==> src/include/mdu_defs.svh <==
// Width and size macros shared by the multiply-divide pipeline; include where a width is needed
`ifndef MDU_DEFS_SVH
`define MDU_DEFS_SVH

// ------------------------------------------------------------
// Datapath
// ------------------------------------------------------------

`define MDU_XLEN            32

// ------------------------------------------------------------
// Identity carried to writeback
// ------------------------------------------------------------

`define MDU_PR_BITS         7
`define MDU_ROB_BITS        7

// Iterative divider, counter must reach MDU_DIV_STEPS
`define MDU_DIV_STEPS       32
`define MDU_DIV_CNT_BITS    6

`endif

==> src/design/mdu_pkg.sv <==
// Operation encoding and the issue and writeback bundles, imported by every pipeline module
`default_nettype none

package mdu_pkg;

    `include "mdu_defs.svh"

    // Multiply view, mul_kind is MUL/MULH/MULHSU/MULHU
    typedef struct packed {
        logic       is_div;
        logic [1:0] mul_kind;
    } mdu_mul_op_t;

    // Divide view
    typedef struct packed {
        logic is_div;
        logic is_rem;
        logic is_unsigned;
    } mdu_div_op_t;

    // One 3-bit word, decoded by is_div
    typedef union packed {
        logic [2:0]  raw;
        mdu_mul_op_t mul;
        mdu_div_op_t div;
    } mdu_op_u;

    typedef struct packed {
        logic [`MDU_PR_BITS-1:0]  dest_pr;
        logic [`MDU_ROB_BITS-1:0] rob_index;
    } mdu_tag_t;

    typedef struct packed {
        mdu_op_u              op;
        logic [`MDU_XLEN-1:0] a;
        logic [`MDU_XLEN-1:0] b;
        mdu_tag_t             tag;
    } mdu_issue_t;

    typedef struct packed {
        logic [`MDU_XLEN-1:0] data;
        mdu_tag_t             tag;
    } mdu_wb_t;

endpackage

`default_nettype wire

==> src/design/div32_iterative.sv <==
// Shift-subtract divider for signed and unsigned RISC-V division, one quotient bit per cycle
`timescale 1ns/1ps
`default_nettype none

`include "mdu_defs.svh"

module div32_iterative (
    input  logic                 CLK,
    input  logic                 nRST,
    input  logic                 start,
    input  logic                 is_signed,
    input  logic [`MDU_XLEN-1:0] a,
    input  logic [`MDU_XLEN-1:0] b,
    output logic                 done,
    output logic [`MDU_XLEN-1:0] quotient,
    output logic [`MDU_XLEN-1:0] remainder
);

    logic                         busy;
    logic [`MDU_DIV_CNT_BITS-1:0] step_cnt;
    logic                         last_step;
    logic [`MDU_XLEN-1:0]         a_mag;
    logic [`MDU_XLEN-1:0]         b_mag;
    logic [`MDU_XLEN-1:0]         div_mag;
    logic [`MDU_XLEN-1:0]         quo_r;
    logic [`MDU_XLEN-1:0]         rem_r;
    logic [`MDU_XLEN:0]           shifted;
    logic [`MDU_XLEN:0]           diff;
    logic                         neg_quo;
    logic                         neg_rem;
    logic                         div_zero;

    // Magnitudes of the operands
    assign a_mag = (is_signed & a[`MDU_XLEN-1]) ? -a : a;
    assign b_mag = (is_signed & b[`MDU_XLEN-1]) ? -b : b;

    // One restoring step, diff MSB set means the divisor did not fit
    assign shifted   = {rem_r, quo_r[`MDU_XLEN-1]};
    assign diff      = shifted - {1'b0, div_mag};
    assign last_step = (step_cnt == `MDU_DIV_CNT_BITS'(`MDU_DIV_STEPS));

    // ------------------------------------------------------------
    // Sequencing
    // ------------------------------------------------------------

    always_ff @(posedge CLK or negedge nRST) begin
        if (!nRST) begin
            busy     <= 1'b0;
            done     <= 1'b0;
            step_cnt <= '0;
        end else if (start) begin
            busy     <= 1'b1;
            done     <= 1'b0;
            step_cnt <= '0;
        end else if (busy) begin
            if (last_step) begin
                busy <= 1'b0;
                done <= 1'b1;
            end else begin
                step_cnt <= step_cnt + 1'b1;
            end
        end
    end

    // ------------------------------------------------------------
    // Datapath
    // ------------------------------------------------------------

    always_ff @(posedge CLK) begin
        if (start) begin
            quo_r    <= a_mag;
            rem_r    <= '0;
            div_mag  <= b_mag;
            neg_quo  <= is_signed & (a[`MDU_XLEN-1] ^ b[`MDU_XLEN-1]);
            neg_rem  <= is_signed & a[`MDU_XLEN-1];
            div_zero <= (b == '0);
        end else if (busy && !last_step) begin
            if (!diff[`MDU_XLEN]) begin
                rem_r <= diff[`MDU_XLEN-1:0];
                quo_r <= {quo_r[`MDU_XLEN-2:0], 1'b1};
            end else begin
                rem_r <= shifted[`MDU_XLEN-1:0];
                quo_r <= {quo_r[`MDU_XLEN-2:0], 1'b0};
            end
        end else if (busy) begin
            // Divide by zero leaves rem_r = |a|, so only the quotient is forced.
            // Overflow (most negative / -1) comes out right with no special case
            quotient  <= div_zero ? '1 : (neg_quo ? -quo_r : quo_r);
            remainder <= neg_rem ? -rem_r : rem_r;
        end
    end

endmodule

`default_nettype wire

==> src/design/mdu_ex_stage.sv <==
// EX stage register of the pipeline, holds one operation and detects reuse of the divider result
`timescale 1ns/1ps
`default_nettype none

`include "mdu_defs.svh"

module mdu_ex_stage
    import mdu_pkg::*;
(
    input  logic                 CLK,
    input  logic                 nRST,
    input  logic                 issue_valid,
    input  mdu_issue_t           issue,
    output logic                 issue_ready,
    input  logic                 mul_stall,
    input  logic                 div_stall,
    output logic                 ex_valid,
    output mdu_op_u              ex_op,
    output logic [`MDU_XLEN-1:0] ex_a,
    output logic [`MDU_XLEN-1:0] ex_b,
    output mdu_tag_t             ex_tag,
    output logic                 ex_advance,
    output logic                 ex_hit,
    input  logic                 dw_valid,
    input  mdu_op_u              dw_op,
    input  logic [`MDU_XLEN-1:0] dw_a,
    input  logic [`MDU_XLEN-1:0] dw_b
);

    logic ex_hold;

    // ------------------------------------------------------------
    // Stall control
    // ------------------------------------------------------------

    // Only the path this operation goes to can hold EX
    assign ex_hold     = ex_valid & (ex_op.div.is_div ? div_stall : mul_stall);
    assign ex_advance  = ex_valid & ~ex_hold;
    assign issue_ready = ~ex_hold;

    always_ff @(posedge CLK or negedge nRST) begin
        if (!nRST) begin
            ex_valid <= 1'b0;
        end else if (!ex_hold) begin
            ex_valid <= issue_valid;
        end
    end

    always_ff @(posedge CLK) begin
        if (!ex_hold) begin
            ex_op  <= issue.op;
            ex_a   <= issue.a;
            ex_b   <= issue.b;
            ex_tag <= issue.tag;
        end
    end

    // ------------------------------------------------------------
    // Divider result reuse
    // ------------------------------------------------------------

    // Same signedness and operands as DIV_WB, so the divider already has the answer
    assign ex_hit = ex_valid & ex_op.div.is_div
                  & dw_valid & dw_op.div.is_div
                  & (ex_op.div.is_unsigned == dw_op.div.is_unsigned)
                  & (ex_a == dw_a)
                  & (ex_b == dw_b);

endmodule

`default_nettype wire

==> src/design/mdu_mul_path.sv <==
// Multiply result path, registers a 33x33 signed product into MUL_WB and picks the result word
`timescale 1ns/1ps
`default_nettype none

`include "mdu_defs.svh"

module mdu_mul_path
    import mdu_pkg::*;
(
    input  logic                 CLK,
    input  logic                 nRST,
    input  logic                 ex_valid,
    input  mdu_op_u              ex_op,
    input  logic [`MDU_XLEN-1:0] ex_a,
    input  logic [`MDU_XLEN-1:0] ex_b,
    input  mdu_tag_t             ex_tag,
    input  logic                 ex_advance,
    input  logic                 mul_grant,
    output logic                 mul_stall,
    output logic                 mul_req,
    output mdu_wb_t              mul_wb
);

    logic                          mul_load;
    logic signed [`MDU_XLEN:0]     a_ext;
    logic signed [`MDU_XLEN:0]     b_ext;
    logic [2*`MDU_XLEN-1:0]        product;
    logic                          mw_valid;
    logic [1:0]                    mw_kind;
    mdu_tag_t                      mw_tag;

    assign mul_load = ex_valid & ex_advance & ~ex_op.mul.is_div;

    // Sign bits: MUL/MULH both, MULHSU a only, MULHU neither
    assign a_ext = {(ex_op.mul.mul_kind != 2'd3) & ex_a[`MDU_XLEN-1], ex_a};
    assign b_ext = {~ex_op.mul.mul_kind[1] & ex_b[`MDU_XLEN-1], ex_b};

    // ------------------------------------------------------------
    // MUL_WB stage
    // ------------------------------------------------------------

    always_ff @(posedge CLK or negedge nRST) begin
        if (!nRST) begin
            mw_valid <= 1'b0;
        end else if (mul_load) begin
            mw_valid <= 1'b1;
        end else if (mul_grant) begin
            mw_valid <= 1'b0;
        end
    end

    always_ff @(posedge CLK) begin
        if (mul_load) begin
            product <= a_ext * b_ext;
            mw_kind <= ex_op.mul.mul_kind;
            mw_tag  <= ex_tag;
        end
    end

    assign mul_stall = mw_valid & ~mul_grant;
    assign mul_req   = mw_valid;

    // Low word for MUL, high word for the MULH variants
    assign mul_wb.data = (mw_kind == 2'd0) ? product[`MDU_XLEN-1:0]
                                           : product[2*`MDU_XLEN-1:`MDU_XLEN];
    assign mul_wb.tag  = mw_tag;

endmodule

`default_nettype wire

==> src/design/mdu_div_path.sv <==
// Divide result path, DIV_WB register with reuse data and control of the iterative divider
`timescale 1ns/1ps
`default_nettype none

`include "mdu_defs.svh"

module mdu_div_path
    import mdu_pkg::*;
(
    input  logic                 CLK,
    input  logic                 nRST,
    input  logic                 ex_valid,
    input  mdu_op_u              ex_op,
    input  logic [`MDU_XLEN-1:0] ex_a,
    input  logic [`MDU_XLEN-1:0] ex_b,
    input  mdu_tag_t             ex_tag,
    input  logic                 ex_advance,
    input  logic                 ex_hit,
    input  logic                 div_grant,
    output logic                 div_stall,
    output logic                 div_req,
    output mdu_wb_t              div_wb,
    output logic                 dw_valid,
    output mdu_op_u              dw_op,
    output logic [`MDU_XLEN-1:0] dw_a,
    output logic [`MDU_XLEN-1:0] dw_b
);

    logic                 div_load;
    logic                 div_start;
    logic                 div_done;
    logic [`MDU_XLEN-1:0] quotient;
    logic [`MDU_XLEN-1:0] remainder;
    logic                 dw_hit;
    logic [`MDU_XLEN-1:0] dw_hit_data;
    mdu_tag_t             dw_tag;

    assign div_load  = ex_valid & ex_advance & ex_op.div.is_div;
    // A hit reuses the held result, so the divider keeps it
    assign div_start = div_load & ~ex_hit;

    // ------------------------------------------------------------
    // DIV_WB stage
    // ------------------------------------------------------------

    always_ff @(posedge CLK or negedge nRST) begin
        if (!nRST) begin
            dw_valid <= 1'b0;
            dw_hit   <= 1'b0;
        end else if (div_load) begin
            dw_valid <= 1'b1;
            dw_hit   <= ex_hit;
        end else if (div_grant) begin
            dw_valid <= 1'b0;
        end
    end

    // Finished result picked for the incoming op, valid only when ex_hit
    always_ff @(posedge CLK) begin
        if (div_load) begin
            dw_op       <= ex_op;
            dw_a        <= ex_a;
            dw_b        <= ex_b;
            dw_tag      <= ex_tag;
            dw_hit_data <= ex_op.div.is_rem ? remainder : quotient;
        end
    end

    div32_iterative divider0 (
        .CLK       (CLK),
        .nRST      (nRST),
        .start     (div_start),
        .is_signed (~ex_op.div.is_unsigned),
        .a         (ex_a),
        .b         (ex_b),
        .done      (div_done),
        .quotient  (quotient),
        .remainder (remainder)
    );

    assign div_req   = dw_valid & (dw_hit | div_done);
    assign div_stall = dw_valid & ~div_grant;

    always_comb begin
        if (dw_hit) begin
            div_wb.data = dw_hit_data;
        end else begin
            div_wb.data = dw_op.div.is_rem ? remainder : quotient;
        end
        div_wb.tag = dw_tag;
    end

endmodule

`default_nettype wire

==> src/design/mdu_wb_arbiter.sv <==
// Round-robin writeback arbiter between the multiply and divide paths, drives the wb port
`timescale 1ns/1ps
`default_nettype none

module mdu_wb_arbiter
    import mdu_pkg::*;
(
    input  logic    CLK,
    input  logic    nRST,
    input  logic    mul_req,
    input  mdu_wb_t mul_wb,
    input  logic    div_req,
    input  mdu_wb_t div_wb,
    input  logic    wb_ready,
    output logic    mul_grant,
    output logic    div_grant,
    output logic    wb_valid,
    output mdu_wb_t wb
);

    // Priority, 0 means multiply first
    logic div_first;
    logic sel_div;

    assign wb_valid  = mul_req | div_req;
    assign sel_div   = div_req & (~mul_req | div_first);
    assign mul_grant = wb_ready & mul_req & ~sel_div;
    assign div_grant = wb_ready & sel_div;

    assign wb = sel_div ? div_wb : mul_wb;

    // Turn passes after a grant, pinned to the shown path while stalled
    always_ff @(posedge CLK or negedge nRST) begin
        if (!nRST) begin
            div_first <= 1'b0;
        end else if (wb_valid) begin
            div_first <= wb_ready ? ~sel_div : sel_div;
        end
    end

endmodule

`default_nettype wire

==> src/design/mdu_top.sv <==
// Top of the multiply-divide execute pipeline, connects EX, both result paths and writeback
`timescale 1ns/1ps
`default_nettype none

`include "mdu_defs.svh"

module mdu_top
    import mdu_pkg::*;
(
    input  logic       CLK,
    input  logic       nRST,
    input  logic       issue_valid,
    input  mdu_issue_t issue,
    output logic       issue_ready,
    output logic       wb_valid,
    output mdu_wb_t    wb,
    input  logic       wb_ready
);

    // EX stage outputs
    logic                 ex_valid;
    mdu_op_u              ex_op;
    logic [`MDU_XLEN-1:0] ex_a;
    logic [`MDU_XLEN-1:0] ex_b;
    mdu_tag_t             ex_tag;
    logic                 ex_advance;
    logic                 ex_hit;

    // DIV_WB contents seen by the reuse compare
    logic                 dw_valid;
    mdu_op_u              dw_op;
    logic [`MDU_XLEN-1:0] dw_a;
    logic [`MDU_XLEN-1:0] dw_b;

    // Path handshakes with the arbiter
    logic    mul_stall;
    logic    div_stall;
    logic    mul_req;
    logic    div_req;
    logic    mul_grant;
    logic    div_grant;
    mdu_wb_t mul_wb;
    mdu_wb_t div_wb;

    mdu_ex_stage ex_stage0 (.*);

    mdu_mul_path mul_path0 (.*);

    mdu_div_path div_path0 (.*);

    mdu_wb_arbiter wb_arbiter0 (.*);

endmodule

`default_nettype wire

==> config.mk <==
export PLATFORM = sky130hd
export DESIGN_NAME = mdu_top
export DESIGN_NICKNAME = d
export VERILOG_FILES = /design/src/design/mdu_pkg.sv /design/src/design/div32_iterative.sv /design/src/design/mdu_ex_stage.sv /design/src/design/mdu_mul_path.sv /design/src/design/mdu_div_path.sv /design/src/design/mdu_wb_arbiter.sv /design/src/design/mdu_top.sv
export VERILOG_INCLUDE_DIRS = /design/src /design/src/include
export SDC_FILE = /design/constraint.sdc
export NUM_CORES = 2
export LEC_CHECK = 0
export BUFFER_PORTS_ARGS = -buffer_cell sky130_fd_sc_hd__buf_2
export CAP_MARGIN = 20
export CORE_MARGIN = 2
export CORE_UTILIZATION = 35
export CTS_CLUSTER_DIAMETER = 150
export DETAILED_ROUTE_END_ITERATION = 10
export MAX_ROUTING_LAYER = met4
export SLEW_MARGIN = 40
export SYNTH_ARGS = -nofsm -noshare
export SYNTH_HDL_FRONTEND = slang
export SYNTH_HIERARCHICAL = 1
export SYNTH_SLANG_ARGS = --single-unit
==> constraint.sdc <==
create_clock -name CLK -period 10.5 [get_ports CLK]
set_clock_uncertainty 0.2 [all_clocks]
set_input_delay 0.525 -clock CLK [delete_from_list [all_inputs] [get_ports CLK]]
set_output_delay 0.525 -clock CLK [all_outputs]
set_load 0.005 [all_outputs]
==> impl_results.md <==
- Antenna Violating Nets Remaining: 0
- Setup Crit Path Kind: flip-flop to flip-flop
- Total negative slack: 0 ns
- Result of the run: finished, final reports clean
- Syn_area_per_cell: 10.23 µm²
- Transition time of the tightest slew-check pin: between 0.9 and 1 ns
- Final hold violation count: 0
- Total Routing Usage GR: 21.86%
- Post-synth cell types: 93
- Number of synthesis warnings: 6
- Post-DR vias/cell: between 5 and 6
- Number of top-level pins: between 100 and 150
- Area fraction of the dominant cell type after synthesis: a little under two fifths
- Number of buffers added by the clock tree synthesis step: 50
- Final critical delay including setup and external delays: about 9.5 ns
- Asr flop ratio synth: 2.889%
- Syn Nets: roughly 7300
- Count of mapped cells out of synthesis: between 5000 and 6000
- CP max FO: 25
- Endpoint class of the critical path: flip-flop
- Share of synthesized area occupied by flip-flops and latches: 22.03%
- Post-placement setup slack: 1.042 ns
- Router iterations before antenna repair: 6
- Wirelength, routed: around 180 mm
- Count leader, synth: sky130_fd_sc_hd__inv_1
- Tightest slew margin relative to the limit: between 30% and 40%
- Proportion of synthesized area in mux cells: about 3.3%
- Largest net degree at the start of global routing: between 60 and 70
- DP Wirelength: around 140 mm
- Net count reported at finish: about 7400
- Total DRC errors in the routed layout: 0
- Routed length per instance: 22.15 µm
- Overall die height: ~420 µm
- Total Die Area: ~170000 µm²
- Maximum number of buffers from clock root to sink: 3
- Count of vias placed by the detailed router: 42070
- Startpoint of the tightest hold check path: wb_ready
- Post-synthesis compound-gate area fraction: ~5.3%
- Synth-to-Final Area Change: 10.47%
- H-tree levels: 2
- Synthesized area: about 60000 µm²
- Overall overflow remaining after global route: 0
- List of most frequent post-synthesis cells: sky130_fd_sc_hd__inv_1 (1166), sky130_fd_sc_hd__fa_1 (1126), sky130_fd_sc_hd__nand2_1 (851)
- Adder-cell share of the synthesized area: a little over two fifths
- Cell count of the worst reg-to-reg path: 25
- TritonCTS Sinks: between 400 and 500
- Final weighted congestion in routability-driven placement: ~0.97
- Synth area leaders: sky130_fd_sc_hd__fa_1 (38%), sky130_fd_sc_hd__edfxtp_1 (20%), sky130_fd_sc_hd__inv_1 (7.3%)
- Synth Area in Simple Gates: between 10 and 15%
- Endpoint of the worst hold-timing path: wb_arbiter0/div_first$_DFFE_PN0P_
- Cell depth of the worst hold path: 3
- Number of max-cap violations: 0
- Smallest hold slack: 0.1210 ns
- Std-Cell Core Area: 169300 µm²
- Setup slack, reg-to-reg: about 1 ns
- Synth Area in XOR/XNOR: 4.232%
- Final cycle utilization of the critical path: between 90% and 100%
- Initial cell density of the core: 35.21%
- Kind of start point of the critical path: flip-flop
- Clock slew seen by the registers of the worst setup and hold paths: around 0.060 ns
- Setup violations, final: 0
- Flops & latches, synth: 450
- Area leader, netlist: sky130_fd_sc_hd__fa_1
- Post-synth EDFFs: 405
- Number of rows created at floorplan: between 150 and 200
- Crit Reg-Reg Endpoint: mul_path0/product[63]$_DFFE_PP_
- Final core utilization: approximately two fifths
- Global-route wire length before repair: 278.7 mm
- Clock root cell: sky130_fd_sc_hd__clkbuf_16
- Pins Over Slew Limit: 0
- TritonCTS clock tree: yes
- Number of buffers inserted by post-CTS setup repair: 0
- Critical path data arrival time: just under 10 ns
- Source-to-sink clock delay at the later pin of the worst-skew pair: 0.64 ns
- Largest family of logic cells by synthesized area: adder cells
- Share of cells above drive strength 1: 8.774%
- Final setup slack of the worst path: approximately 1 ns
- DRC violation total after the first TritonRoute iteration: about 3300
- Count of buffers inserted at the top-level ports: ~130
- Launch point of the worst reg-to-reg path: ex_stage0/ex_op[0]$_DFFE_PN_
- Highest Clock Rate: 0.1053 GHz
- WP data required: approximately 11 ns
- Number of antenna violations at the first check in global routing: 22
- RSZ-0062 raised after global routing: no
- Top FF cell, synth: sky130_fd_sc_hd__edfxtp_1
- Chip width: between 400 and 500 µm
- Number of global-route vias before repair: ~45000
- Kind of path behind the tightest hold check: primary input to flip-flop
per-layer routing:
metal / global-route usage (%) / up-vias / wire [µm]
li1: - / 18210 / -
met2: 34.21 / 1718 / 84910
met5: - / - / 0
met1: 28.01 / 21730 / 74360
met4: 8.217 / 0 / 7871
met3: 4.436 / 412 / 15460
critical path: stages, from the launching register on:
cell                       delay [ns]
sky130_fd_sc_hd__edfxtp_1        0.49
sky130_fd_sc_hd__a21boi_2        0.42
sky130_fd_sc_hd__buf_4           0.40
sky130_fd_sc_hd__nand2_1         0.23
sky130_fd_sc_hd__fa_1            0.74
sky130_fd_sc_hd__fa_1            0.55
sky130_fd_sc_hd__fa_1            0.52
sky130_fd_sc_hd__fa_1            0.86
sky130_fd_sc_hd__inv_1           0.40
sky130_fd_sc_hd__fa_1            0.56
sky130_fd_sc_hd__fa_1            0.50
sky130_fd_sc_hd__fa_1            0.51
sky130_fd_sc_hd__inv_1           0.06
sky130_fd_sc_hd__fa_1            0.49
sky130_fd_sc_hd__inv_1           0.04
sky130_fd_sc_hd__ha_1            0.38
sky130_fd_sc_hd__a21o_1          0.21
sky130_fd_sc_hd__a21o_1          0.17
sky130_fd_sc_hd__a21oi_1         0.15
sky130_fd_sc_hd__o21ai_0         0.11
sky130_fd_sc_hd__a21oi_1         0.18
sky130_fd_sc_hd__o21ai_0         0.10
sky130_fd_sc_hd__a31o_2          0.28
sky130_fd_sc_hd__a311oi_4        0.35
sky130_fd_sc_hd__o21ai_1         0.13
sky130_fd_sc_hd__xnor2_1         0.14
timing repair:
action	4_1_cts	5_1_grt
gates resized for setup	0	0
hold buffers	83	0
endpoints found under the hold margin	95	0
stage by stage:
step                      area, µm²  instances
after floorplan               59600       5828
after global placement        62940       8034
after detailed placement      63260       8060
after CTS                     65800       8235
after global routing          65830       8241
final                         65840       8243
flip-flops by register name, indices dropped and copies added, names as in the netlist, 2 cells and up:
name and cells:
div_path0/div_wb 14, div_path0/divider0/div_mag 32, div_path0/divider0/quo_r 32, div_path0/divider0/quotient 32, div_path0/divider0/rem_r 32, div_path0/divider0/remainder 32
div_path0/divider0/step_cnt 6, div_path0/dw_a 32, div_path0/dw_b 32, div_path0/dw_hit_data 32, div_path0/dw_op 3, ex_stage0/ex_a 32
ex_stage0/ex_b 32, ex_stage0/ex_op 3, ex_stage0/ex_tag 14, mul_path0/mul_wb 14, mul_path0/mw_kind 2, mul_path0/product 64
cells by family after synthesis:
| logic type | Yosys count |
|---|---|
| AOI/OAI and AO/OA | 503 |
| xor gates and xnor gates | 288 |
| adders and majority gates | 1377 |
| buffers and inverters | 1447 |
| DFF | 450 |
| muxes | 171 |
| and+or+nand+nor | 1592 |
cells in the final DEF (no fill, tap or decap), types with 30 or more instances in the layout:
| cell | count |
|---|---|
| sky130_fd_sc_hd__edfxtp_1 | 405 |
| sky130_fd_sc_hd__mux2_2 | 54 |
| sky130_fd_sc_hd__a21oi_1 | 165 |
| sky130_fd_sc_hd__nor2_1 | 133 |
| sky130_fd_sc_hd__clkbuf_16 | 51 |
| sky130_fd_sc_hd__o21ai_1 | 54 |
| sky130_fd_sc_hd__xor2_1 | 108 |
| sky130_fd_sc_hd__fa_1 | 1125 |
| sky130_fd_sc_hd__xnor2_1 | 179 |
| sky130_fd_sc_hd__nand2_1 | 850 |
| sky130_fd_sc_hd__buf_4 | 123 |
| sky130_fd_sc_hd__dlygate4sd3_1 | 83 |
| sky130_fd_sc_hd__and2_1 | 370 |
| sky130_fd_sc_hd__mux2i_1 | 56 |
| sky130_fd_sc_hd__a21o_1 | 43 |
| sky130_fd_sc_hd__o21ai_0 | 89 |
| sky130_fd_sc_hd__mux2_1 | 31 |
| sky130_fd_sc_hd__buf_2 | 132 |
| sky130_fd_sc_hd__mux2_4 | 30 |
| sky130_fd_sc_hd__inv_1 | 1165 |
| sky130_fd_sc_hd__dfxtp_1 | 32 |
| sky130_fd_sc_hd__nand3_1 | 38 |
| sky130_fd_sc_hd__ha_1 | 251 |
worst max-delay path by stage:
stage | from | end
floorplan | ex_stage0/ex_a[31]$_DFFE_PN_ | mul_path0/product[60]$_DFFE_PP_
global placement | ex_stage0/ex_op[0]$_DFFE_PN_ | mul_path0/product[63]$_DFFE_PP_
detailed placement | ex_stage0/ex_op[0]$_DFFE_PN_ | mul_path0/product[63]$_DFFE_PP_
CTS | ex_stage0/ex_op[0]$_DFFE_PN_ | mul_path0/product[63]$_DFFE_PP_
global route | ex_stage0/ex_op[0]$_DFFE_PN_ | mul_path0/product[63]$_DFFE_PP_
finish | ex_stage0/ex_op[0]$_DFFE_PN_ | mul_path0/product[63]$_DFFE_PP_
layout make-up:
type	instances	area, µm²
flip-flops and latches	450	13130
well taps	2218	2775
repair buffers	376	2924
clock inverters	36	389.1
inverters	1169	4390
clock buffers	56	1315
fillers	16530	103400
diodes	7	17.52
multi-input cells	3931	40900
Power is not shown: default switching activity piles up to over one toggle a cycle in this logic, so the estimate is an artifact.
